===== src/sram0_reader_pkg.sv =====
package sram0_reader_pkg;

	// Buffer geometry of the operand loader.
	localparam int unsigned NUM_ROWS = 16;
	localparam int unsigned ELEM_W   = 16;
	localparam int unsigned NUM_COLS = 16;
	localparam int unsigned WORD_W   = NUM_COLS * ELEM_W;
	localparam int unsigned ADDR_W   = 5;

	// The flat element count splits into a row part above a column part.
	localparam int unsigned ROW_W   = $clog2(NUM_ROWS);
	localparam int unsigned COL_W   = $clog2(NUM_COLS);
	localparam int unsigned COUNT_W = ROW_W + COL_W;

	typedef logic [WORD_W-1:0]  sram_word_t;
	typedef logic [ADDR_W-1:0]  sram_addr_t;
	typedef logic [ELEM_W-1:0]  elem_t;
	typedef logic [COUNT_W-1:0] elem_count_t;
	typedef logic [ROW_W-1:0]   row_idx_t;
	typedef logic [COL_W-1:0]   col_idx_t;

	// READ_VEC fetches the input vector, READ_ROWS walks the matrix rows,
	// DRAIN waits for the last word to come back from the SRAM.
	typedef enum logic [2:0] {
		IDLE,
		READ_VEC,
		READ_ROWS,
		DRAIN,
		DONE
	} seq_state_t;

endpackage


===== src/row_load_if.sv =====
`timescale 1ns/1ps

interface row_load_if;

	logic                           load_valid;
	logic                           load_vec;
	sram0_reader_pkg::row_idx_t     load_row;
	sram0_reader_pkg::sram_word_t   load_data;
	logic                           clear;

	modport seq (
		output load_valid,
		output load_vec,
		output load_row,
		output load_data,
		output clear
	);

	modport sink (
		input load_valid,
		input load_vec,
		input load_row,
		input load_data,
		input clear
	);

endinterface


===== src/matrix_row_slot.sv =====
`timescale 1ns/1ps

module matrix_row_slot #(
	parameter int unsigned ROW_IDX = 0
) (
	input  logic                        i_clk,
	input  logic                        i_rstn,
	input  sram0_reader_pkg::col_idx_t  i_col,
	row_load_if.sink                    load,
	output sram0_reader_pkg::elem_t     o_elem
);

	sram0_reader_pkg::sram_word_t row_q;
	logic                         hit;

	// A row load addressed to this slot. Vector loads belong to the readout.
	assign hit = load.load_valid && !load.load_vec &&
	             (load.load_row == sram0_reader_pkg::row_idx_t'(ROW_IDX));

	always_ff @(posedge i_clk or negedge i_rstn) begin
		if (!i_rstn) begin
			row_q <= '0;
		end else if (load.clear) begin
			row_q <= '0;
		end else if (hit) begin
			row_q <= load.load_data;
		end
	end

	// Column 0 sits in the least significant element of the word.
	assign o_elem = row_q[i_col * sram0_reader_pkg::ELEM_W +: sram0_reader_pkg::ELEM_W];

endmodule


===== src/flat_wrapper.sv =====
// flat-port wrapper written by rule: the top's interface ports become plain ports
module matrix_row_slot_flat 
#(
	parameter int unsigned ROW_IDX = 0
)
  (i_clk, i_rstn, i_col, o_elem, load_load_valid, load_load_vec, load_load_row, load_load_data, load_clear);
  row_load_if load_i ();
  input  logic i_clk;
  input  logic i_rstn;
  input  sram0_reader_pkg::col_idx_t i_col;
  output sram0_reader_pkg::elem_t o_elem;
  input wire logic [$bits(load_i.load_valid)-1:0] load_load_valid;
  input wire logic [$bits(load_i.load_vec)-1:0] load_load_vec;
  input wire logic [$bits(load_i.load_row)-1:0] load_load_row;
  input wire logic [$bits(load_i.load_data)-1:0] load_load_data;
  input wire logic [$bits(load_i.clear)-1:0] load_clear;
  assign load_i.load_valid = load_load_valid;
  assign load_i.load_vec = load_load_vec;
  assign load_i.load_row = load_load_row;
  assign load_i.load_data = load_load_data;
  assign load_i.clear = load_clear;
  matrix_row_slot #(.ROW_IDX(ROW_IDX)) u_core (.i_clk(i_clk), .i_rstn(i_rstn), .i_col(i_col), .load(load_i), .o_elem(o_elem));
endmodule

===== config.mk =====
export PLATFORM = sky130hd
export DESIGN_NAME = matrix_row_slot_flat
export DESIGN_NICKNAME = d
export VERILOG_FILES = /design/src/sram0_reader_pkg.sv /design/src/row_load_if.sv /design/src/matrix_row_slot.sv /design/src/flat_wrapper.sv
export SDC_FILE = /design/constraint.sdc
export NUM_CORES = 1
export LEC_CHECK = 0
export BUFFER_PORTS_ARGS = -buffer_cell sky130_fd_sc_hd__buf_4
export CORE_MARGIN = 3
export CORE_UTILIZATION = 51
export CTS_BUF_LIST = sky130_fd_sc_hd__clkbuf_4
export CTS_CLUSTER_SIZE = 20
export DETAILED_ROUTE_END_ITERATION = 8
export PLACE_DENSITY = 0.79
export RECOVER_POWER = 50
export SLEW_MARGIN = 20
export SYNTH_ARGS = -nofsm -noshare
export SYNTH_HDL_FRONTEND = slang
export SYNTH_SLANG_ARGS = --single-unit

===== constraint.sdc =====
create_clock -name i_clk -period 1.7 [get_ports i_clk]
set_clock_uncertainty 0.2 [all_clocks]
set_input_delay 0.17 -clock i_clk [delete_from_list [all_inputs] [get_ports i_clk]]
set_output_delay 0.17 -clock i_clk [all_outputs]
set_load 0.05 [all_outputs]

==> results of run 1 <==
through the flow:
step | setup TNS (ns) | utilization, % | hold WS [ns] | cell area (µm²) | std cells
after global placement | -15.06 | 64.3 | -0.0637 | 15800 | 1821
after detailed placement | -18.76 | 64.3 | -0.0618 | 15800 | 1821
after floorplan | -0.0217 | - | -0.326 | 13300 | 1305
cells by family after synthesis:
group / synth area share (%)
compound gates: 21.7
flops: 49.6
buf+inv: 6.76
simple gates: 10.9
mux: 11.2
==> metrics, run 1 <==
post-detailed-placement half-perimeter wirelength=around 30000 µm; clock sink total=256; CTS H-tree depth=3; error msg=[ERROR RSZ-0060] Max buffer count reached.; portion of synthesized cell area occupied by the leading cell type=49.6%; average footprint of a synthesized cell=roughly 9.9 µm²; Hold Buf Count CTS=388; clock root buffer=sky130_fd_sc_hd__clkbuf_4; Max clock buf depth=3; sequential area share after synthesis=49.6%; Post-Syn Nets=about 1.6k; die boundary height=about 170 µm; IO Count=285; post-CTS repair timing setup buffer count=1; count of mapped cells out of synthesis=roughly 1.3k; Post-synth EDFFs=0; Cell variety after synth=19; TritonCTS Buffers=67; Netlist Area Pre-Place=12900 µm²; ranking of synthesized cells by instance count=sky130_fd_sc_hd__a21oi_1, sky130_fd_sc_hd__dfrtp_1, sky130_fd_sc_hd__nand3_1; quantity of I/O buffers inserted on ports=284; top cell type by total area after synthesis=sky130_fd_sc_hd__dfrtp_1; total of warnings raised by yosys=0; overall die width=165 µm; run status=aborted with a tool error; Placement Setup Slack=-0.517 ns; prevailing post-synth register cell=sky130_fd_sc_hd__dfrtp_1; proportion of synthesized flip-flops having asynchronous set or reset=100%; starting density of the core=approximately 53%; most area-consuming cells after synthesis=sky130_fd_sc_hd__dfrtp_1, sky130_fd_sc_hd__mux4_2, sky130_fd_sc_hd__a21oi_1; number of standard-cell rows in the floorplan=57; cells resized by post-CTS repair=18; number of register bits inferred by synthesis=256; gp weighted congestion=0.897; stage where the run ended=clock tree synthesis
==> run 2: changes to the inputs <==
- CORE_UTILIZATION: 51 -> 40
- CTS_BUF_LIST: sky130_fd_sc_hd__clkbuf_4 -> unset
- CTS_CLUSTER_SIZE: 20 -> unset
- PLACE_DENSITY: 0.79 -> unset
- PLACE_DENSITY_LB_ADDON: unset -> 0.15
- clock period: 1.7 -> 2.2 ns (I/O delays scaled with it)
==> metrics, run 2 <==
data arrival time of the critical path=2.02 ns; portion of synthesized cell area occupied by the leading cell type=49.6%; DR vias/cell=slightly below 6; adder-cell area share of the yosys netlist=0%; Die ar.=34500 µm²; ANT nets after route=0; Max clock buf depth=3; largest family of logic cells by synthesized area=compound AO/OA/AOI/OAI gates; number of slew-limit violations in the final report=0; post-CTS clock slew at the launch and capture registers of the worst setup and hold paths=0.06 ns; # Max-Cap Violations=0; gp weighted congestion=0.895; depth of the most critical reg-to-reg path=3; Post-Synth Simple-Gate Area=between 10 and 15%; Power Total=11.1 mW; XOR/XNOR share of the synthesized area=0%; violations in the final reports=setup timing; clock sink total=roughly 260; number of global-route vias before repair=roughly 13k; total of warnings raised by yosys=0; share of post-route cells with drive strength above 1=26.1%; overflow left after global routing=0; Placement Setup Slack=about 0.016 ns; antenna violations before repair=1; clock root buffer=sky130_fd_sc_hd__clkbuf_16; hold violation total from the final report=0; unrepaired setup endpoints after global routing=yes; ANT cells=0; average footprint of a synthesized cell=a little under 10 µm²; endpoint kind of the worst setup timing path=primary output; Cell variety after synth=19; count of non-filler cells in the finished layout=2261; post-detailed-placement half-perimeter wirelength=35000 µm; proportion of synthesized flip-flops having asynchronous set or reset=100%; number of standard-cell rows in the floorplan=65; commonest non-fill, non-tap cell in the layout=sky130_fd_sc_hd__dlygate4sd3_1; CP Max Fanout=2; share of the synthesized area in compound gates (AO/OA/AOI/OAI)=21.7%; post-synthesis mux area share=11.2%; registers with the most flip-flops=u_core.row_q x256; most area-consuming cells after synthesis=sky130_fd_sc_hd__dfrtp_1, sky130_fd_sc_hd__mux4_2, sky130_fd_sc_hd__a21oi_1; violation count after the first detailed-routing iteration=~1.4k; sequential area share after synthesis=49.6%; final WL=between 50000 and 60000 µm; quantity of I/O buffers inserted on ports=about 280; highest-count cells in the layout ignoring fill and taps=sky130_fd_sc_hd__dlygate4sd3_1, sky130_fd_sc_hd__buf_4, sky130_fd_sc_hd__a21oi_1, sky130_fd_sc_hd__nand3_1, sky130_fd_sc_hd__dfrtp_1; Netlist Area Pre-Place=around 13000 µm²; top cell type by total area after synthesis=sky130_fd_sc_hd__dfrtp_1; area after detailed placement=15500 µm²; CP required=1.78 ns; final std cell area, no fill=between 15000 and 20000 µm²; most flop-heavy register=u_core.row_q; CTS tree=done; number of register bits inferred by synthesis=roughly 260; Post-Place Cells=1891; ranking of synthesized cells by instance count=sky130_fd_sc_hd__a21oi_1, sky130_fd_sc_hd__dfrtp_1, sky130_fd_sc_hd__nand3_1; starting density of the core=40.8%; routed len/inst=23.2 µm; die boundary height=around 190 µm; overall die width=186 µm; instance count along the most critical hold path=5; worst-margin pin slew=1.35 ns; First-pass DRT Iterations=7; reg2reg start=u_core.row_q[53]$_DFFE_PN0P_; count of mapped cells out of synthesis=1305; run status=finished with violations; Std-Cell Core Area=~32000 µm²; hold path start=load_load_row[2]; Critical Setup Path Class=register to primary output; crit path launch type=register; CTS H-tree depth=1; Critical R2R Capture=u_core.row_q[53]$_DFFE_PN0P_; post-route setup slack=-0.242 ns; power density of the placed cells=approximately 560 nW/µm²; remaining design rule violation count=0; maximum resistive drop on vdd=537 µV; max reg flops=256; largest net degree at the start of global routing=around 110; Post-Syn Nets=1574; worst min path class=input pin to register; prevailing post-synth register cell=sky130_fd_sc_hd__dfrtp_1; IO Count=285; worst max-slew margin expressed relative to the limit=10.0%; global-route wire length before repair=78000 µm; synthesis-to-layout area growth=53.0%; minimum setup slack among reg-to-reg paths=0.71 ns; Highest Clock Rate=0.410 GHz; end point of the worst hold path=u_core.row_q[243]$_DFFE_PN0P_; clock latency on the worst-skew pair=0.55 ns; TritonCTS Buffers=28; Post-synth EDFFs=0; utilization of the core after routing=a little over 60%; min cycle time layout=~2.4 ns; Setup Viol. Count Final=16; Period Utilization, post-route=111%; layout net count=2108; GRT Overall Usage=around 30%; Via Count=13.2k; static leakage power=8.34 nW
## run 2: area by class of cell
cell class                 count  area, µm²
fill                        2543      11900
sequential                   256       6410
multi-input combinational    888       5780
clock buffer                  43        827
timing repair buffer         665       6160
clock inverter                 7       98.8
tap                          402        503
## run 2: cells by family (layout without fill, tap and decap cells)
| group | Yosys count | after routing |
|---|---|---|
| flip-flops | 256 | 256 |
| multiplexers | 64 | 64 |
| AND/OR/NAND/NOR | 280 | 280 |
| AO/OA/AOI/OAI | 544 | 544 |
| buffers and inverters | 161 | 715 |
## run 2: metal layers
| layer | global-route usage (%) | routed length (µm) | up-vias |
|---|---|---|---|
| met3 | 5.59 | 3820 | 99 |
| met5 | 0 | 0 | - |
| li1 | - | - | 5937 |
| met4 | 9.98 | 1990 | 0 |
| met2 | 48.2 | 25200 | 554 |
| met1 | 40.2 | 21400 | 6586 |
## run 2: per-stage QoR
stage	hold WS [ns]	TNS (ns)
after floorplan	-0.276	0
final	0.0133	-3.10
after global placement	-0.113	0
after detailed placement	-0.117	0
after CTS	0.000180	-3.30
after global routing	0.0507	-7.03
## run 2: power by group
group	switching, mW	total (mW)	internal [mW]
Clock	1.92	4.73	2.81
Combinational	0.747	1.57	0.821
Sequential	0.0271	4.77	4.74
## run 2: how the worst max path moves through the flow
stage	startpoint	endpoint	slack (ns)	depth (start not counted)
2_1_floorplan	i_col[0]	o_elem[0]	0.12	5
3_3_place_gp	i_col[0]	o_elem[15]	0.04	6
3_5_place_dp	i_col[0]	o_elem[2]	0.02	7
4_1_cts	u_core.row_q[65]$_DFFE_PN0P_	o_elem[1]	-0.27	5
5_1_grt	u_core.row_q[112]$_DFFE_PN0P_	o_elem[0]	-0.26	5
6_report	u_core.row_q[153]$_DFFE_PN0P_	o_elem[9]	-0.24	4
## run 2: worst max-delay path, stage by stage, from the launching register on
cell	delay, ns
sky130_fd_sc_hd__dfrtp_1	0.44
sky130_fd_sc_hd__mux4_2	0.49
sky130_fd_sc_hd__a22oi_1	0.23
sky130_fd_sc_hd__nand2_2	0.14
sky130_fd_sc_hd__buf_6	0.18
## run 2: repair_timing
item,CTS,global route
pin swaps,19,5
endpoints found under the hold margin,512,0
gates cloned,0,1
gates resized for setup,40,10
endpoints found under the setup margin,16,17
hold buffers,317,0
buffers inserted,0,3
(Power assumes the default switching activity.)
