--- config.mk ---
export PLATFORM = sky130hd
export DESIGN_NAME = operand_readout_flat
export DESIGN_NICKNAME = d
export VERILOG_FILES = /design/src/sram0_reader_pkg.sv /design/src/row_load_if.sv /design/src/operand_readout.sv /design/src/flat_wrapper.sv
export SDC_FILE = /design/constraint.sdc
export NUM_CORES = 1
export LEC_CHECK = 0
export BUFFER_PORTS_ARGS = -buffer_cell sky130_fd_sc_hd__buf_2
export CAP_MARGIN = 20
export CORE_AREA = 2 2 309 311
export CTS_CLUSTER_DIAMETER = 50
export DETAILED_ROUTE_END_ITERATION = 7
export DIE_AREA = 0 0 311 313
export GPL_ROUTABILITY_DRIVEN = 1
export PLACE_DENSITY = 0.38
export SYNTH_ARGS = -nofsm -noshare
export SYNTH_HDL_FRONTEND = slang
export SYNTH_SLANG_ARGS = --single-unit
export TNS_END_PERCENT = 1
--- constraint.sdc ---
create_clock -name i_clk -period 3 [get_ports i_clk]
set_input_delay 0.3 -clock i_clk [delete_from_list [all_inputs] [get_ports i_clk]]
set_output_delay 0.3 -clock i_clk [all_outputs]
set_load 0.05 [all_outputs]
--- src/sram0_reader_pkg.sv ---
package sram0_reader_pkg;

	// Buffer geometry of the operand loader.
	localparam int unsigned NUM_ROWS = 16;
	localparam int unsigned ELEM_W   = 16;
	localparam int unsigned NUM_COLS = 16;
	localparam int unsigned WORD_W   = NUM_COLS * ELEM_W;
	localparam int unsigned ADDR_W   = 5;

	// The flat element count splits into a row part above a column part.
	localparam int unsigned ROW_W   = $clog2(NUM_ROWS);
	localparam int unsigned COL_W   = $clog2(NUM_COLS);
	localparam int unsigned COUNT_W = ROW_W + COL_W;

	typedef logic [WORD_W-1:0]  sram_word_t;
	typedef logic [ADDR_W-1:0]  sram_addr_t;
	typedef logic [ELEM_W-1:0]  elem_t;
	typedef logic [COUNT_W-1:0] elem_count_t;
	typedef logic [ROW_W-1:0]   row_idx_t;
	typedef logic [COL_W-1:0]   col_idx_t;

	// READ_VEC fetches the input vector, READ_ROWS walks the matrix rows,
	// DRAIN waits for the last word to come back from the SRAM.
	typedef enum logic [2:0] {
		IDLE,
		READ_VEC,
		READ_ROWS,
		DRAIN,
		DONE
	} seq_state_t;

endpackage

--- src/row_load_if.sv ---
`timescale 1ns/1ps

interface row_load_if;

	logic                           load_valid;
	logic                           load_vec;
	sram0_reader_pkg::row_idx_t     load_row;
	sram0_reader_pkg::sram_word_t   load_data;
	logic                           clear;

	modport seq (
		output load_valid,
		output load_vec,
		output load_row,
		output load_data,
		output clear
	);

	modport sink (
		input load_valid,
		input load_vec,
		input load_row,
		input load_data,
		input clear
	);

endinterface

--- src/operand_readout.sv ---
`timescale 1ns/1ps

module operand_readout (
	input  logic                         i_clk,
	input  logic                         i_rstn,
	input  sram0_reader_pkg::row_idx_t   i_row,
	input  sram0_reader_pkg::elem_t      i_row_elems [sram0_reader_pkg::NUM_ROWS],
	row_load_if.sink                     load,
	output sram0_reader_pkg::sram_word_t o_in_vector,
	output sram0_reader_pkg::elem_t      o_mat_vector
);

	sram0_reader_pkg::sram_word_t in_vec_q;

	always_ff @(posedge i_clk or negedge i_rstn) begin
		if (!i_rstn) begin
			in_vec_q <= '0;
		end else if (load.clear) begin
			in_vec_q <= '0;
		end else if (load.load_valid && load.load_vec) begin
			in_vec_q <= load.load_data;
		end
	end

	assign o_in_vector = in_vec_q;

	// Each slot has already picked its column; only the row is chosen here.
	assign o_mat_vector = i_row_elems[i_row];

endmodule

--- src/flat_wrapper.sv ---
// flat-port wrapper written by rule: the top's interface ports become plain ports
module operand_readout_flat 
  (i_clk, i_rstn, i_row, i_row_elems, o_in_vector, o_mat_vector, load_load_valid, load_load_vec, load_load_row, load_load_data, load_clear);
  row_load_if load_i ();
  input  logic i_clk;
  input  logic i_rstn;
  input  sram0_reader_pkg::row_idx_t i_row;
  input  sram0_reader_pkg::elem_t i_row_elems[sram0_reader_pkg::NUM_ROWS];
  output sram0_reader_pkg::sram_word_t o_in_vector;
  output sram0_reader_pkg::elem_t o_mat_vector;
  input wire logic [$bits(load_i.load_valid)-1:0] load_load_valid;
  input wire logic [$bits(load_i.load_vec)-1:0] load_load_vec;
  input wire logic [$bits(load_i.load_row)-1:0] load_load_row;
  input wire logic [$bits(load_i.load_data)-1:0] load_load_data;
  input wire logic [$bits(load_i.clear)-1:0] load_clear;
  assign load_i.load_valid = load_load_valid;
  assign load_i.load_vec = load_load_vec;
  assign load_i.load_row = load_load_row;
  assign load_i.load_data = load_load_data;
  assign load_i.clear = load_clear;
  operand_readout u_core (.i_clk(i_clk), .i_rstn(i_rstn), .i_row(i_row), .i_row_elems(i_row_elems), .load(load_i), .o_in_vector(o_in_vector), .o_mat_vector(o_mat_vector));
endmodule
[Yosys cells after proc, flatten, opt, wreduce, memory -nomap -nowiden]
Cells that the tools add are included.
Cells by class
  muxes and demuxes: 5
  bitwise logic cells: 1
  shift operators: 0
  divide/modulo/power cells: 0
  magnitude comparators: 1
  $mul: 0
  $add $sub $neg: 0
  reduce and logical (&&, ||, !) cells: 2
  equal/unequal tests: 0
Operators by type and width (number)
  $mux 256: 2
  $bmux 16 s4: 1
  $mux 16: 2
  $ge 5x5->1 const B: 1
  $not 4->5: 1
  $reduce_bool 2->1: 1
  $logic_and 1x1->1: 1
Storage, ports and cells
  memory bits (read-only): 0
  bits of input ports: 525
  memories kept: 0
  memory bits (writable): 0
  latch bits: 0
  logic and storage cells: 10
  flip-flop bits (word level): 256

[Longest topological paths before layout]
Gate-level depths: netlist (run 1).
  depth in word-level cells: 4
  depth in mapped cells: 5
  gate-level depth less buffers: 3

[Worst setup path before layout (run 1)]
OpenSTA, ideal clock, no wires.
  path type: input to output
  start point: input i_row[0]
  end point: output o_mat_vector[11]
  required time: 2.700 ns
  slack: 1.064 ns
  arrival: 1.636 ns
  stages: 5
  cells stage by stage: buf_6 > buf_6 > mux4_1 > a22oi_1 > nand2_1
On the way
  word-level cells in the longest chain between the ends: 4
RTL lines
  start, declared: line flat_wrapper.sv:7  | input sram0_reader_pkg::row_idx_t i_row;
  $not 4->5 (implied by the code): line operand_readout.sv:28  | assign o_mat_vector = i_row_elems[i_row];
  $bmux 16 s4: line operand_readout.sv:28
  $mux 16 (implied by the code) (2 in series): line operand_readout.sv:28
  end, declared: line flat_wrapper.sv:10  | output sram0_reader_pkg::elem_t o_mat_vector;
No other way between the ends. The select of a mux whose other input is x is not followed.

[Final worst setup path (run 1)]
  start point: input i_row[0]
  end point: output o_mat_vector[13]
The elaborated chain is that of the path after synthesis.

==> impl_results.md, run 1 <==
* Post-synthesis register bit count at 256
* Mux contribution to synthesized area at 13.6%
* Hold slack at 246 ps
* Global-route wire length before repair at 83,500 um
* Crit path from: i_row[0]
* Slowest CP cell: mux4_2
* CP dominant cell by count: buf_4
* Yosys cell types at 19
* Rel. slew slack at 39.6%
* Post-Synthesis Cells at 708
* CP required at 2700 ps
* Post-synth top area share at 59.0%
* Number of H-tree levels at 1
* Nets at 2,266
* Power density cells at 492 nW/um^2
* Worst slew pin tran at 906 ps
* Reg2reg start: u_core.o_in_vector[158]
* Combinational share of power at 23.4%
* Avg Cell Area, Syn at 15.3 um^2
* Initial Util at 11.5%
* Most frequent cells in the layout: buf_2 (790), dlygate4sd3_1 (257), a22o_1 (256), dfrtp_1 (256), mux4_2 (54)
* Syn_nets at 1,233
* I/O pin count at 797
* CTS tree: done
* Max_cap viols at 0
* NetSw at 0.00309 W
* I/O Buffers at 792
* Final min period at 2430 ps
* Sequential power share at 37.7%
* CTS max path bufs at 3
* Cell taking the most area after synthesis: dfrtp_1
* Cell-internal power at 0.00675 W
* Hpwl dp at 46,500 um
* Peak supply drop at 0.000388 V
* Synth warn at 0
* Synth Cell Area at 10,900 um^2
* Max reg flops at 256
* Clock Latency Late Sink at 570 ps
* Drt wl/cell at 19.3 um
* FILL cells at 10,200
* Max-slew violation count at 0
* Via/cell ratio at 3.68
* Post-Synth XOR/XNOR Area at 0%
* Clock skew at 0 ps
* Synth Area in Simple Gates at 0.829%
* CP Capture Type: output port
* CTS sink cnt at 256
* Routed vias at 11,200
* Worst r2r path cells at 1
* Die ar. at 97,300 um^2
* GPL Wtd Cong at 0.975
* Routed Antenna Nets at 0
* RSZ-0062 raised after global routing: false
* R2R setup slack at 2190 ps
* Largest stage delay, worst path at 500 ps
* Largest family of logic cells by synthesized area: compound AO/OA/AOI/OAI gates
* Row count at 113
* Area growth, synth to finish at 84.0%
* Grt ovf at 0
* Crit path launch type: primary input
* Switch share at 31.4%
* Power share of the clock group at 39.0%
* Post-CTS Resized at 0
* Complex-gate fraction of the synthesized area at 22.9%
* Number of global-route vias before repair at 12,200
* Core region area at 94,200 um^2
* Post-Layout Inst Area at 20,000 um^2
* Tot GR Track Use at 11.4%
* FMAX at 0.411 GHz
* CP max FO at 22
* Die height at 313 um
* TritonRoute pass-1 iters at 4
* Status: completed
* Cell chain of the critical path: buf_4, buf_12, buf_4, mux4_2, a22oi_1, buf_4, nand2_1, buf_2
* CP Data Arrival Time at 2130 ps
* Largest net degree at the start of global routing at 162
* Final setup vio count at 0
* Placed Area at 16,400 um^2
* Layout cells sized above 1 at 52.8%
* Final Routed Wirelength at 58,600 um
* DIE WIDTH at 311 um
* Worst-path clk slew at 60 ps
* Initial antenna violation count at 12
* Most common cell after layout, fill and taps aside: buf_2
* Hold Path Class: in -> reg
* DRC viols at 0
* Setup TNS at 0 ps
* R2R Path End: u_core.o_in_vector[158]
* Largest cells by area after synthesis: dfrtp_1 (59%), a22o_1 (21%), mux4_2 (11%)
* Adder-Cell Fraction of Synth Area at 0%
* Setup crit end: o_mat_vector[13]
* Leak at 10.2 nW
* Root buffer cell: clkbuf_16
* Critical path class: in -> out
* Inserted Clock Buffers at 31
* DRT iter0 DRCs at 506
* Final hold violation count at 0
* Register area share after synthesis at 59.0%
* Final period utilization at 81.0%
stage by stage:
step	cells	setup WS, ps	util (%)	total power (W)
final	3036	570	21.2	0.00984
after detailed placement	2716	515	17.4	0.00582
after global routing	3035	414	21.2	0.0103
after global placement	2716	527	17.4	0.00580
after floorplan	708	1060	-	0.00492
after CTS	3031	519	21.2	0.0100
per-layer routing:
layer  track usage, %  wire length, um  share of wire [%]
met1             12.0            20800                 36
met2             21.7            31400                 54
met3             2.22             3620                6.2
met4             5.32             2760                4.7
met5                0                7              0.012
cell usage after synthesis:
| cell | count |
|---|---|
| a22o_1 | 256 |
| dfrtp_1 | 256 |
| mux4_2 | 54 |
| a22oi_1 | 32 |
| buf_2 | 25 |
| clkbuf_1 | 23 |
| nand2_1 | 17 |
| buf_1 | 15 |
| mux4_1 | 10 |
| buf_4 | 6 |
| buf_6 | 4 |
| nor2_1 | 2 |
| nor2b_1 | 2 |
| a21oi_1 | 1 |
| and2_1 | 1 |
| clkbuf_4 | 1 |
| clkbuf_8 | 1 |
| dlygate4sd1_1 | 1 |
| dlymetal6s2s_1 | 1 |
worst max-delay path, delay by kind of cell:
family	cells	cell delay, ps
AO/OA/AOI/OAI	1	190
AND/OR/NAND/NOR	1	60
multiplexers	1	500
buffers and inverters	5	1040
cells by family (layout without fill, tap and decap cells):
group / Yosys count / in the layout
other: 0 / 5
flip-flops: 256 / 256
multiplexers: 64 / 64
AND/OR/NAND/NOR: 22 / 22
AO/OA/AOI/OAI: 289 / 289
buffers and inverters: 77 / 1135
what timing repair did:
item | CTS | global route
setup buffers | 0 | 0
hold endpoints to repair | 349 | 0
hold buffers | 257 | 0
final cells by class:
| class | instances | area (um^2) | area share [%] |
|---|---|---|---|
| Timing Repair Buffer | 1077 | 6860 | 34.3 |
| Clock inverter | 18 | 184 | 0.920 |
| Tap cell | 1265 | 1580 | 7.92 |
| Multi-Input combinational cell | 375 | 4080 | 20.4 |
| Antenna cell | 5 | 12.5 | 0.0626 |
| Clock buffer | 40 | 870 | 4.35 |
| Sequential cell | 256 | 6410 | 32.0 |
worst min path at each step:
stage | from | end | slack (ps) | cells after the start
finish | load_clear | u_core.o_in_vector[62] | 250 | 3
floorplan | i_rstn | u_core.o_in_vector[0] | 4 | 0
global route | load_clear | u_core.o_in_vector[62] | 240 | 3
detailed placement | i_rstn | u_core.o_in_vector[235] | 430 | 1
global placement | i_rstn | u_core.o_in_vector[87] | 420 | 1
CTS | load_clear | u_core.o_in_vector[20] | 220 | 3
power groups by stage:
stage          Sequential, W  Combinational, W  Clock [W]
6_report             0.00371           0.00230    0.00384
5_1_grt              0.00372           0.00243    0.00413
4_1_cts              0.00371           0.00234    0.00399
3_5_place_dp         0.00377           0.00205          0
3_3_place_gp         0.00377           0.00204          0
2_1_floorplan        0.00433          0.000590          0
(Power assumes the default switching activity.)
==> run 2: changes to the inputs <==
--- a/config.mk
+++ b/config.mk
@@ -12,7 +12,7 @@
 export DETAILED_ROUTE_END_ITERATION = 7
 export DIE_AREA = 0 0 311 313
 export GPL_ROUTABILITY_DRIVEN = 1
-export PLACE_DENSITY = 0.38
+export PLACE_DENSITY = 0.39
 export SYNTH_ARGS = -nofsm -noshare
 export SYNTH_HDL_FRONTEND = slang
 export SYNTH_SLANG_ARGS = --single-unit
==> constraint.sdc (replaced) <==
create_clock -name i_clk -period 2 [get_ports i_clk]
set_input_delay 0.2 -clock i_clk [delete_from_list [all_inputs] [get_ports i_clk]]
set_output_delay 0.2 -clock i_clk [all_outputs]
set_load 0.05 [all_outputs]
==> impl_results.md, run 2 (synthesis gave the netlist of run 1 again) <==
* Status: completed
* CP Data Arrival Time at 1760 ps (-370 ps)
* CP required at 1800 ps (-900 ps)
* Largest net degree at the start of global routing at 123 (-24%)
* Final setup vio count at 0 (unchanged)
* R2R setup slack at 1230 ps (-960 ps)
* I/O pin count at 797 (unchanged)
* Initial Util at 11.5% (unchanged)
* Worst r2r path cells at 1 (unchanged)
* NetSw at 0.00454 W (+47%)
* Reg2reg start: u_core.o_in_vector[61]
* Post-CTS setup buffer count at 0 (unchanged)
* Nets at 2,288 (+0.97%)
* CP Capture Type: output port
* GPL Wtd Cong at 0.922 (-5.4%)
* Most frequent cells in the layout: buf_2 (782), dlygate4sd3_1 (257), a22o_1 (256), dfrtp_1 (256), mux4_2 (54)
* Number of global-route vias before repair at 12,500 (+2.5%)
* Largest stage delay, worst path at 530 ps (+30 ps)
* CTS max path bufs at 3 (unchanged)
* Initial antenna violation count at 8 (-4)
* Die height at 313 um (unchanged)
* DIE WIDTH at 311 um (unchanged)
* Worst-path clk slew at 60 ps (about the same)
* Footprint of the multi-input gates at 4110 um^2 (+0.74%)
* Combinational share of power at 24.6% (+1.2 points)
* Area growth, synth to finish at 86.6%
* Final period utilization at 97.9%
* Layout cells sized above 1 at 53.6% (+0.81 points)
* I/O Buffers at 792 (unchanged)
* CP max FO at 11 (-50%)
* RSZ-0062 raised after global routing: true
* Max-slew violation count at 0 (unchanged)
* Routed vias at 11,200 (+0.58%)
* Final hold violation count at 0 (unchanged)
* Number of H-tree levels at 1 (unchanged)
* Tot GR Track Use at 11.2% (-0.18 points)
* FMAX at 0.511 GHz
* Clock Latency Late Sink at 570 ps (about the same)
* Row count at 113 (unchanged)
* Final min period at 1960 ps
* Register area at 6410 um^2 (unchanged)
* Hpwl dp at 45,000 um (-3.2%)
* DRC viols at 0 (unchanged)
* Slowest CP cell: mux4_2
* Max_cap viols at 0 (unchanged)
* DRT iter0 DRCs at 581 (+15%)
* WP buf/inv at 4 (-1)
* Final Routed Wirelength at 57,400 um (-2.1%)
* Peak supply drop at 0.000499 V (+29%)
* Rel. slew slack at 52.3% (+13 points)
* CTS sink cnt at 256 (unchanged)
* DP Worst Slack at -161 ps (-676 ps)
* Routed Antenna Nets at 0 (unchanged)
* Delay-heaviest family, CP: buffers and inverters
* Clock skew at 0 ps (unchanged)
* Max reg flops at 256 (unchanged)
* Global-route wire length before repair at 83,000 um (-0.58%)
* Via/cell ratio at 3.67 (about the same)
* Cell chain of the critical path: buf_8, buf_12, mux4_2, a22oi_2, buf_4, nand2_1, buf_2
* Power share of the clock group at 37.1% (-1.9 points)
* Critical path class: in -> out
* Worst slew pin tran at 715 ps (-191 ps)
* Crit path launch type: primary input
* Power density cells at 715 nW/um^2 (+45%)
* Core region area at 94,200 um^2 (unchanged)
* Most common cell after layout, fill and taps aside: buf_2
* Grt ovf at 0 (unchanged)
* Drt wl/cell at 18.8 um (-2.7%)
* TritonRoute pass-1 iters at 5 (+1)
* Die ar. at 97,300 um^2 (unchanged)
* Leak at 10.3 nW (+1.3%)
* CTS tree: done
* Sequential power share at 38.3% (+0.6 points)
* R2R Path End: u_core.o_in_vector[61]
* PnR worst setup slack at 41.7 ps (-528 ps)
* FILL cells at 10,200 (+0.059%)
* Setup TNS at 0 ps (unchanged)
* Switch share at 31.3% (about the same)
* Hold Path Class: in -> async
* Inserted Clock Buffers at 29 (-6.5%)
* Cell-internal power at 0.00994 W (+47%)
* Crit path from: i_row[0]
* Root buffer cell: clkbuf_16
[run 2: cell types whose count changed in the layout (fill, tap and decap cells not counted), moves of 3 or more]
| cell | previous run | this run |
|---|---|---|
| buf_2 | 790 | 782 |
| buf_4 | 21 | 41 |
| a22oi_2 | 0 | 5 |
| a22oi_1 | 32 | 27 |
| buf_12 | 8 | 17 |
| clkinvlp_4 | 3 | 0 |
[run 2: cell type report]
type	count	area share [%]
repair buffers	1101	35.5
clock inverters	13	0.586
clock buffers	41	4.15
diodes	5	0.0617
flip-flops and latches	256	31.6
multi-input cells	375	20.3
well taps	1265	7.81
[run 2: through the flow]
stage               cell area (um^2)  hold WS [ps]  std cells  utilization [%]  power (W)
finish                         20300           142       3056             21.5     0.0145
global route                   20300           141       3056             21.5     0.0151
CTS                            20200           150       3051             21.5     0.0148
detailed placement             16600           158       2739             17.7    0.00880
global placement               16600           151       2739             17.7    0.00879
floorplan                      10900         -95.6        708                -    0.00737
[run 2: what timing repair did]
action / in CTS / in global routing
hold endpoints to repair: 406 / 0
gates cloned: 1 / 0
endpoints found under the setup margin: 12 / 6
resized for setup: 11 / 5
hold buffers: 257 / 0
[run 2: worst max path at each step]
stage | endpoint | cells past startpoint | slack (ps)
after detailed placement | o_mat_vector[12] | 7 | -160
after global routing | o_mat_vector[10] | 7 | -20
after CTS | o_mat_vector[3] | 6 | 6
after floorplan | o_mat_vector[11] | 5 | 260
after global placement | o_mat_vector[12] | 7 | -160
final | o_mat_vector[12] | 7 | 40
[run 2: per-layer routing]
metal  GRT usage, %  wire length [um]  vias to the layer above
met4           4.50              2260                        2
met3           2.22              3540                       90
met2           21.8             31200                      573
met5              0                13                        -
met1           11.7             20300                     5559
li1               -                 -                     5002
[run 2: power groups by stage]
stage	Combinational, W	Clock (W)	Sequential (W)
detailed placement	0.00316	0	0.00564
floorplan	0.000885	0	0.00649
finish	0.00357	0.00537	0.00555
CTS	0.00363	0.00558	0.00555
global placement	0.00315	0	0.00564
global route	0.00377	0.00578	0.00557
