**src/sram0_reader_pkg.sv**
```systemverilog
package sram0_reader_pkg;

	// Buffer geometry of the operand loader.
	localparam int unsigned NUM_ROWS = 16;
	localparam int unsigned ELEM_W   = 16;
	localparam int unsigned NUM_COLS = 16;
	localparam int unsigned WORD_W   = NUM_COLS * ELEM_W;
	localparam int unsigned ADDR_W   = 5;

	// The flat element count splits into a row part above a column part.
	localparam int unsigned ROW_W   = $clog2(NUM_ROWS);
	localparam int unsigned COL_W   = $clog2(NUM_COLS);
	localparam int unsigned COUNT_W = ROW_W + COL_W;

	typedef logic [WORD_W-1:0]  sram_word_t;
	typedef logic [ADDR_W-1:0]  sram_addr_t;
	typedef logic [ELEM_W-1:0]  elem_t;
	typedef logic [COUNT_W-1:0] elem_count_t;
	typedef logic [ROW_W-1:0]   row_idx_t;
	typedef logic [COL_W-1:0]   col_idx_t;

	// READ_VEC fetches the input vector, READ_ROWS walks the matrix rows,
	// DRAIN waits for the last word to come back from the SRAM.
	typedef enum logic [2:0] {
		IDLE,
		READ_VEC,
		READ_ROWS,
		DRAIN,
		DONE
	} seq_state_t;

endpackage

```
**src/row_load_if.sv**
```systemverilog
`timescale 1ns/1ps

interface row_load_if;

	logic                           load_valid;
	logic                           load_vec;
	sram0_reader_pkg::row_idx_t     load_row;
	sram0_reader_pkg::sram_word_t   load_data;
	logic                           clear;

	modport seq (
		output load_valid,
		output load_vec,
		output load_row,
		output load_data,
		output clear
	);

	modport sink (
		input load_valid,
		input load_vec,
		input load_row,
		input load_data,
		input clear
	);

endinterface

```
**src/sram_read_sequencer.sv**
```systemverilog
`timescale 1ns/1ps

module sram_read_sequencer #(
	parameter int unsigned BASE_ADDR = 15
) (
	input  logic                         i_clk,
	input  logic                         i_rstn,
	input  logic                         i_read_start,
	input  logic                         i_read_reset,
	input  sram0_reader_pkg::sram_word_t i_read_data,
	output sram0_reader_pkg::sram_addr_t o_read_addr,
	output logic                         o_done,
	row_load_if.seq                      load
);

	sram0_reader_pkg::seq_state_t state;
	sram0_reader_pkg::seq_state_t next_state;
	sram0_reader_pkg::row_idx_t   row_cnt;
	sram0_reader_pkg::row_idx_t   tgt_row_q;
	logic                         last_row;
	logic                         tgt_valid;
	logic                         tgt_vec;
	logic                         tgt_valid_q;
	logic                         tgt_vec_q;

	assign last_row = (row_cnt == sram0_reader_pkg::row_idx_t'(sram0_reader_pkg::NUM_ROWS - 1));

	always_ff @(posedge i_clk or negedge i_rstn) begin
		if (!i_rstn) begin
			state <= sram0_reader_pkg::IDLE;
		end else begin
			state <= next_state;
		end
	end

	always_comb begin
		next_state = state;
		case (state)
			sram0_reader_pkg::IDLE: begin
				if (i_read_start) begin
					next_state = sram0_reader_pkg::READ_VEC;
				end
			end
			sram0_reader_pkg::READ_VEC: begin
				next_state = sram0_reader_pkg::READ_ROWS;
			end
			sram0_reader_pkg::READ_ROWS: begin
				if (last_row) begin
					next_state = sram0_reader_pkg::DRAIN;
				end
			end
			sram0_reader_pkg::DRAIN: begin
				next_state = sram0_reader_pkg::DONE;
			end
			sram0_reader_pkg::DONE: begin
				if (i_read_reset) begin
					next_state = sram0_reader_pkg::IDLE;
				end
			end
			default: begin
				next_state = sram0_reader_pkg::IDLE;
			end
		endcase
	end

	// The row counter only advances while rows are being addressed.
	always_ff @(posedge i_clk or negedge i_rstn) begin
		if (!i_rstn) begin
			row_cnt <= '0;
		end else if (state == sram0_reader_pkg::READ_ROWS) begin
			row_cnt <= row_cnt + 1'b1;
		end else begin
			row_cnt <= '0;
		end
	end

	always_comb begin
		o_read_addr = sram0_reader_pkg::sram_addr_t'(BASE_ADDR);
		if (state == sram0_reader_pkg::READ_ROWS) begin
			o_read_addr = sram0_reader_pkg::sram_addr_t'(BASE_ADDR + 1 + row_cnt);
		end
	end

	assign tgt_valid = (state == sram0_reader_pkg::READ_VEC) ||
	                   (state == sram0_reader_pkg::READ_ROWS);
	assign tgt_vec   = (state == sram0_reader_pkg::READ_VEC);

	// The SRAM answers one cycle late, so the target of this cycle's address
	// is held for one cycle and travels next to the returned word.
	always_ff @(posedge i_clk or negedge i_rstn) begin
		if (!i_rstn) begin
			tgt_valid_q <= 1'b0;
			tgt_vec_q   <= 1'b0;
			tgt_row_q   <= '0;
		end else begin
			tgt_valid_q <= tgt_valid;
			tgt_vec_q   <= tgt_vec;
			tgt_row_q   <= row_cnt;
		end
	end

	assign load.load_valid = tgt_valid_q;
	assign load.load_vec   = tgt_vec_q;
	assign load.load_row   = tgt_row_q;
	assign load.load_data  = i_read_data;
	assign load.clear      = (state == sram0_reader_pkg::IDLE);

	assign o_done = (state == sram0_reader_pkg::DONE);

endmodule

```
**src/flat_wrapper.sv**
```systemverilog
// flat-port wrapper written by rule: the top's interface ports become plain ports
module sram_read_sequencer_flat 
#(
	parameter int unsigned BASE_ADDR = 15
)
  (i_clk, i_rstn, i_read_start, i_read_reset, i_read_data, o_read_addr, o_done, load_load_valid, load_load_vec, load_load_row, load_load_data, load_clear);
  row_load_if load_i ();
  input  logic i_clk;
  input  logic i_rstn;
  input  logic i_read_start;
  input  logic i_read_reset;
  input  sram0_reader_pkg::sram_word_t i_read_data;
  output sram0_reader_pkg::sram_addr_t o_read_addr;
  output logic o_done;
  output wire logic [$bits(load_i.load_valid)-1:0] load_load_valid;
  output wire logic [$bits(load_i.load_vec)-1:0] load_load_vec;
  output wire logic [$bits(load_i.load_row)-1:0] load_load_row;
  output wire logic [$bits(load_i.load_data)-1:0] load_load_data;
  output wire logic [$bits(load_i.clear)-1:0] load_clear;
  assign load_load_valid = load_i.load_valid;
  assign load_load_vec = load_i.load_vec;
  assign load_load_row = load_i.load_row;
  assign load_load_data = load_i.load_data;
  assign load_clear = load_i.clear;
  sram_read_sequencer #(.BASE_ADDR(BASE_ADDR)) u_core (.i_clk(i_clk), .i_rstn(i_rstn), .i_read_start(i_read_start), .i_read_reset(i_read_reset), .i_read_data(i_read_data), .o_read_addr(o_read_addr), .o_done(o_done), .load(load_i));
endmodule
```
**config.mk**
```make
export PLATFORM = sky130hd
export DESIGN_NAME = sram_read_sequencer_flat
export DESIGN_NICKNAME = d
export VERILOG_FILES = /design/src/sram0_reader_pkg.sv /design/src/row_load_if.sv /design/src/sram_read_sequencer.sv /design/src/flat_wrapper.sv
export SDC_FILE = /design/constraint.sdc
export NUM_CORES = 1
export LEC_CHECK = 0
export BUFFER_PORTS_ARGS = -buffer_cell sky130_fd_sc_hd__buf_2
export CORE_AREA = 10 10 197 199
export CTS_CLUSTER_SIZE = 24
export DETAILED_ROUTE_END_ITERATION = 8
export DIE_AREA = 0 0 207 209
export PLACE_DENSITY = 0.38
export SYNTH_ARGS = -nofsm -noshare
export SYNTH_HDL_FRONTEND = slang
export SYNTH_SLANG_ARGS = --single-unit
```
**constraint.sdc**
```tcl
create_clock -name i_clk -period 3 [get_ports i_clk]
set_clock_uncertainty 0.15 [all_clocks]
set_input_delay 0.15 -clock i_clk [delete_from_list [all_inputs] [get_ports i_clk]]
set_output_delay 0.15 -clock i_clk [all_outputs]
set_load 0.02 [all_outputs]
```
* Yosys cells after proc, flatten, opt, wreduce, memory -nomap -nowiden *
Index checks and enable logic that the tools add are counted.

word-level totals
  flip-flop bits (word level) = 13
  bits of input ports = 260
  logic and storage cells = 24

cells by class
  $add $sub $neg = 2
  eq/ne operators = 8
  mux-type cells = 6
  reduce and logical (&&, ||, !) cells = 3

operator list
  cell                                           number
  one-hot mux 3 bit (5 select lines)             1
  two-way mux 3 bit                              3
  == test 3 x 2 -> 1 bit, second input constant  2
  adder 5 x 4 -> 5 bit, first input constant     1
  two-way mux 5 bit                              1
  adder 4 x 1 -> 4 bit, second input constant    1
  == test 4 bit, second input constant           1
  two-way mux 4 bit                              1
  != test 2 bit, second input constant           2
  == test 3 x 1 -> 1 bit, second input constant  1
  == test 3 bit, second input constant           1
  logical NOT 3 bit                              1
  AND reduction 3 bit                            1
  != test 2 x 1 -> 1 bit, second input constant  1
  logical OR 1 bit                               1

* Longest topological paths before layout *
Gate-level depths: netlist of the first run.

  depth after elaboration = 3
  depth in mapped cells = 3
  gate-level depth less buffers = 3

* Worst setup path after synthesis of the first run *
No wires, ideal clock.

  kind = reg-to-reg
  start point = reg u_core.state[1]
  end point = reg u_core.state[2]
  setup time = 78 ps
  arrival time = 1,238 ps
  required time = 2,772 ps
  setup slack = 1,534 ps
  cell stages (with the launch flop) = 4
  buffers on the path = 1
  clock period less this slack = 1,466 ps
  cells stage by stage = dfrtp_1 -> buf_6 -> nor3b_1 -> o2bb2ai_1

between the ends
  longest elaborated chain between the ends = 3

ends and longest elaborated chain
  item                           line                       text
  start: declaration             sram_read_sequencer.sv:16  sram0_reader_pkg::seq_state_t state;
  start signal: assignment       sram_read_sequencer.sv:30  state <= sram0_reader_pkg::IDLE;
  start signal: assignment       sram_read_sequencer.sv:32  state <= next_state;
  == test 3 bit *                -
  net o_done                     flat_wrapper.sv:14         output logic o_done;
  != test 2 bit (no line)        -
  AND reduction 3 bit (no line)  -

Mark *: on every way through the listed nets, which the timed path passes. The rest lies on a longest branch.
A chain may end at the register's enable or synchronous reset.

* Final worst setup path of the first run *
  start point = reg u_core.state[1]
  end point = out o_read_addr[1]

between the ends
  longest elaborated chain between the ends = 2

ends and longest elaborated chain
  item                    line                       text
  == test 3 x 2 -> 1 bit  sram_read_sequencer.sv:79  if (state == sram0_reader_pkg::READ_ROWS) begin
  two-way mux 5 bit       sram_read_sequencer.sv:79
  end: declaration        flat_wrapper.sv:13         output sram0_reader_pkg::sram_addr_t o_read_addr;

No other way between the ends.

==> results.toml, run 1 <==
[pwr]
power_density_nw_per_um2 = 644
combinationalPowerShare_pct = 36.2
p_int_w = 0.000511
ir_worst_vdd_v = 0.000556
power_frac_seq_pct = 33.3
leakagePower_nw = 0.362
power_frac_clock_pct = 30.5
power.switching_w = 0.000294
switching_share_pct = 36.5

[placement]
placed_area_um2 = 1160
place_hpwl_mm = 10.1
gp_congestion = 0.651
port_buffers = 16

[synth]
yosysSeqAreaShare_pct = 13.4
syn-cell-area_um2 = 2440
yosysUniqueCellTypes = 21
netlist_instances = 296
ys_ff_latch = 13
synth_edf_count = 0
synth_area_per_cell_um2 = 8.23
synthArstFlopShare_pct = 100
synth_ff_type = "dfrtp_1"
yosysWarnings = 0
synth_fp_nets = 557

[critical_path]
cpMaxStageDelayCell = "dfrtp_1"
cp_top_family = "simple AND/OR/NAND/NOR gates"
path_buf_inv = 2
cp.required_ns = 2.70
worst_ep_arrival_time_ns = 1.47
max_stage_delay_ns = 0.48
path_class = "flip-flop to output port"
worstSetupEndpointType = "output port"
cp-start-kind = "flip-flop"
worstPathMaxFanout = 11
path_cells = "or3b_4, inv_2, nand2b_1, buf_2"

[global_routing]
first_global_vias = 961
gr-total-overflow = 0
antenna_found_initial = 0
grt_usage_pct = 4.66
grt_max_degree = 14
grt_pass1_wl_mm = 12.8

[route]
vias_per_cell = 1.52
wl_mm = 11.0
drc = 0
drtIter0Drc = 15
wire_per_inst_um = 21.2
drt_pass1_iterations = 2
dr_total_vias = 793
ant_nets = 0

[cells_and_area]
nets = 322
final_common_cell = "buf_2"
final_cell_mix = "buf_2, dfrtp_1, nand2b_1, nor2_1, clkbuf_16"
diodes = 0
stdcell_area_um2 = 1250
fill_cells = 4216
area_delta_synth_final_pct = -48.7
drive_gt1_share_pct = 36.7

[die]
core_area_um2 = 35100
std_cell_rows = 69
num_io_pins = 529
initial_core_util_pct = 6.95
die-area_um2 = 43300
dieWidth_um = 207
die_h_um = 209

[sta]
max_freq_ghz = 0.563
post-route-period-util_pct = 59.2
fin_crit_ns = 1.77
max-slew-margin-rel_pct = 79.8
worst_pin_slew_ns = 0.303
tns_ns = 0
drv_slew = 0
rsz0062_at_grt = "no"
finalHoldViolations = 0
finalSetupViolCount = 0

[clock_network]
cts_tree = "built"
cts.sinks = 13
cts.path.max_buffers = 2
clock-root-buffer = "clkbuf_16"
insertion_delay_ns = 0.24
h-tree-depth = 1
cts_buffers = 3
path_clk_slew_ns = 0.04

[outcome]
outcome = "finished, final reports clean"

[hold_path]
min_path_type = "input port to flip-flop"

[job]
maxCapViolations = 0
path summary, 6_finish.rpt:
path | cells after the start | slack (ns) | from | to
setup / recovery | 4 | 1.23 | u_core.state[1] | o_read_addr[1]
hold reg to reg | 0 | 0.28 | u_core.row_cnt[3] | u_core.load.load_row[3]
min in group asynchronous | 2 | 0.18 | i_rstn | u_core.load.load_vec
max in group asynchronous | 2 | 2.29 | i_rstn | u_core.state[2]
hold / removal | 3 | 0.05 | i_read_reset | u_core.state[2]
setup reg to reg | 2 | 1.63 | u_core.state[0] | u_core.row_cnt[3]
layer usage:
layer / GRT usage, % / share of wire (%) / up-vias
met5: 0.573 / 0.31 / -
met4: 3.62 / 7.5 / 2
met3: 7.31 / 33 / 90
met2: 6.44 / 41 / 272
met1: 2.37 / 17 / 255
li1: - / - / 174
final cells by class:
| type | count | area [um2] | area share (%) |
|---|---|---|---|
| tap | 461 | 577 | 46.2 |
| clock buffer | 4 | 78.8 | 6.31 |
| inverter | 3 | 11.3 | 0.902 |
| multi-input combinational | 23 | 166 | 13.3 |
| timing repair buffer | 17 | 90.1 | 7.21 |
| sequential | 13 | 325 | 26.1 |
metrics by stage:
stage	instances	util (%)	setup slack, ns	hold WS (ns)	total power, W
2_1_floorplan	296	-	1.53	-0.296	0.000968
5_1_grt	521	3.56	1.15	0.0611	0.000866
3_5_place_dp	516	3.31	1.46	-0.0896	0.000573
6_report	521	3.56	1.23	0.0469	0.000804
4_1_cts	521	3.56	1.20	0.0514	0.000822
3_3_place_gp	516	3.31	1.47	-0.0823	0.000574
synthesized netlist by cell type (2+ instances only):
cell type | count | share of area [%]
buf_4 | 256 | 79
dfrtp_1 | 13 | 13
nand2b_1 | 5 | 1.3
nor2_1 | 3 | 0.46
inv_1 | 2 | 0.31
o21ai_0 | 2 | 0.41
timing repair:
action / 4_1_cts / 5_1_grt
resized for setup: 0 / 0
setup endpoints to repair: 0 / 0
endpoints found under the hold margin: 13 / 0
setup buffers: 0 / 0
hold buffers: 1 / 0
tightest hold or removal path: cells and delay by family:
family / cells / cell delay (ns)
AOI/OAI and AO/OA: 1 / 0.13
buffers and inverters: 2 / 0.10
cells by family after synthesis:
logic type      count (synthesis)  synth area share [%]
buf+inv                       260                  79.8
simple gates                   16                  4.47
flops                          13                  13.4
compound gates                  4                  1.08
xor+xnor                        1                 0.360
mux                             1                 0.411
fa+ha+maj                       1                 0.514
registers in the layout, indices dropped and copies added, names as in the netlist:
signal and count:
u_core.load.load_row 4, u_core.load.load_valid 1, u_core.row_cnt 4, u_core.state 3, u_core.load.load_vec 1
power groups by stage:
stage | Clock [W] | Sequential [W] | Combinational (W)
2_1_floorplan | 0 | 0.000284 | 0.000684
3_3_place_gp | 0 | 0.000272 | 0.000302
3_5_place_dp | 0 | 0.000271 | 0.000302
4_1_cts | 0.000250 | 0.000269 | 0.000303
5_1_grt | 0.000266 | 0.000277 | 0.000323
6_report | 0.000245 | 0.000268 | 0.000291
Power figures use the tool's default switching activity.
==> run 2, diff against run 1 <==
--- a/config.mk
+++ b/config.mk
@@ -6,10 +6,10 @@
 export NUM_CORES = 1
 export LEC_CHECK = 0
 export BUFFER_PORTS_ARGS = -buffer_cell sky130_fd_sc_hd__buf_2
-export CORE_AREA = 10 10 197 199
+export CORE_AREA = 10 10 199 201
 export CTS_CLUSTER_SIZE = 24
 export DETAILED_ROUTE_END_ITERATION = 8
-export DIE_AREA = 0 0 207 209
+export DIE_AREA = 0 0 209 211
 export PLACE_DENSITY = 0.38
 export SYNTH_ARGS = -nofsm -noshare
 export SYNTH_HDL_FRONTEND = slang
==> constraint.sdc (replaced) <==
create_clock -name i_clk -period 1.7 [get_ports i_clk]
set_clock_uncertainty 0.15 [all_clocks]
set_input_delay 0.085 -clock i_clk [delete_from_list [all_inputs] [get_ports i_clk]]
set_output_delay 0.085 -clock i_clk [all_outputs]
set_load 0.02 [all_outputs]
==> results.toml, run 2 (synthesis results as in run 1) <==
[outcome]
outcome = "finished, final reports clean"

[clock_network]
cts_tree = "built"
cts.path.max_buffers = 2
insertion_delay_ns = 0.24
cts.sinks = 13
h-tree-depth = 1
clock-root-buffer = "clkbuf_16"
path_clk_slew_ns = 0.04
cts_buffers = 3

[route]
drc = 0
drtIter0Drc = 20
dr_total_vias = 847
wl_mm = 11.2
ant_nets = 0
wire_per_inst_um = 21.2
drt_pass1_iterations = 2
wl_met2_mm = 4.96
highest_layer = "met4"
met1_length_mm = 1.56
vias_per_cell = 1.61
dr_wl_met3_mm = 3.75

[cells_and_area]
utilization_pct = 3.68
final_cell_mix = "buf_2, dfrtp_1, nand2b_1"
final_common_cell = "buf_2"
area_delta_synth_final_pct = -46.5
drive_gt1_share_pct = 42.2
nets = 326
diodes = 0

[die]
core_area_um2 = 35400
die_h_um = 211
initial_core_util_pct = 6.88
dieWidth_um = 209
die-area_um2 = 44100
std_cell_rows = 69
num_io_pins = 529

[placement]
gp_congestion = 0.588
pre_cts_slack_ns = 0.219
port_buffers = 16
place_hpwl_mm = 9.94

[global_routing]
first_global_vias = 1016
grt_usage_pct = 4.56
antenna_found_initial = 0
gr-total-overflow = 0
grt_max_degree = 14
grt_pass1_wl_mm = 12.8

[hold_path]
min_path_type = "input port to output port"

[pwr]
leakagePower_nw = 0.383
power_density_nw_per_um2 = 1150
ir_worst_vdd_v = 0.000946

[sta]
finalSetupViolCount = 0
max-slew-margin-rel_pct = 79.7
layout_setup_ws_ns = 0.0591
post-route-period-util_pct = 96.5
whs_ns = 0.0200
drv_slew = 0
worst_pin_slew_ns = 0.304
rsz0062_at_grt = "no"
max_freq_ghz = 0.609
fin_crit_ns = 1.64
finalHoldViolations = 0
tns_ns = 0

[critical_path]
worstSetupEndpointType = "output port"
cp-start-kind = "flip-flop"
worst_ep_arrival_time_ns = 1.41
cp.required_ns = 1.46
path_class = "flip-flop to output port"
worstPathMaxFanout = 6

[job]
maxCapViolations = 0
-- run 2: cell types whose count changed in the layout (fill, tap and decap cells not counted), sizes merged --
cell | previous run | this run
dlygate4sd3 | 1 | 3
buf | 16 | 18
-- run 2: worst paths after layout --
kind	startpoint	endpoint	slack (ns)	cells past startpoint
worst max-delay path	u_core.state[2]	o_read_addr[1]	0.06	4
worst min-delay path	i_read_data[67]	load_load_data[67]	0.02	0
worst max register to register	u_core.state[2]	u_core.row_cnt[3]	0.28	3
worst min register to register	u_core.row_cnt[3]	u_core.load.load_row[3]	0.28	0
max in group asynchronous	i_rstn	u_core.state[2]	1.02	2
min in group asynchronous	i_rstn	u_core.load.load_row[2]	0.13	2
-- run 2: layout make-up --
type | instances | area [um2]
Sequential cell | 13 | 329
Tap cell | 461 | 577
Inverter | 3 | 13.8
Multi-Input combinational cell | 23 | 166
Fill cell | 4224 | 34100
Timing Repair Buffer | 21 | 138
Clock buffer | 4 | 78.8
-- run 2: power breakdown --
| part | switching (W) | leakage [nW] | internal, W |
|---|---|---|---|
| Sequential | 0.0000720 | 0.170 | 0.000400 |
| Combinational | 0.000343 | 0.174 | 0.000251 |
| Clock | 0.000120 | 0.0382 | 0.000315 |
-- run 2: per-layer routing --
| metal | global-route usage, % | vias to the layer above |
|---|---|---|
| met5 | 0 | - |
| met2 | 6.91 | 307 |
| met1 | 1.80 | 252 |
| met4 | 3.82 | 0 |
| li1 | - | 184 |
| met3 | 7.17 | 104 |
-- run 2: through the flow --
step / instance area (um2) / total power (W) / std cells
floorplan: 2440 / 0.00171 / 296
global placement: 1160 / 0.00101 / 516
finish: 1300 / 0.00150 / 525
global route: 1300 / 0.00160 / 525
detailed placement: 1160 / 0.00100 / 516
CTS: 1270 / 0.00146 / 523
-- run 2: what timing repair did --
item	4_1_cts	5_1_grt
hold buffers	3	0
pin swaps	0	1
endpoints found under the setup margin	3	3
resized for setup	1	7
setup buffers	0	2
hold endpoints to repair	15	0
-- run 2: critical path, stage by stage (launching register included) --
cell and delay (ns):
dfrtp_2 0.43, or3b_4 0.45, inv_4 0.08, nand2b_1 0.05, buf_2 0.15
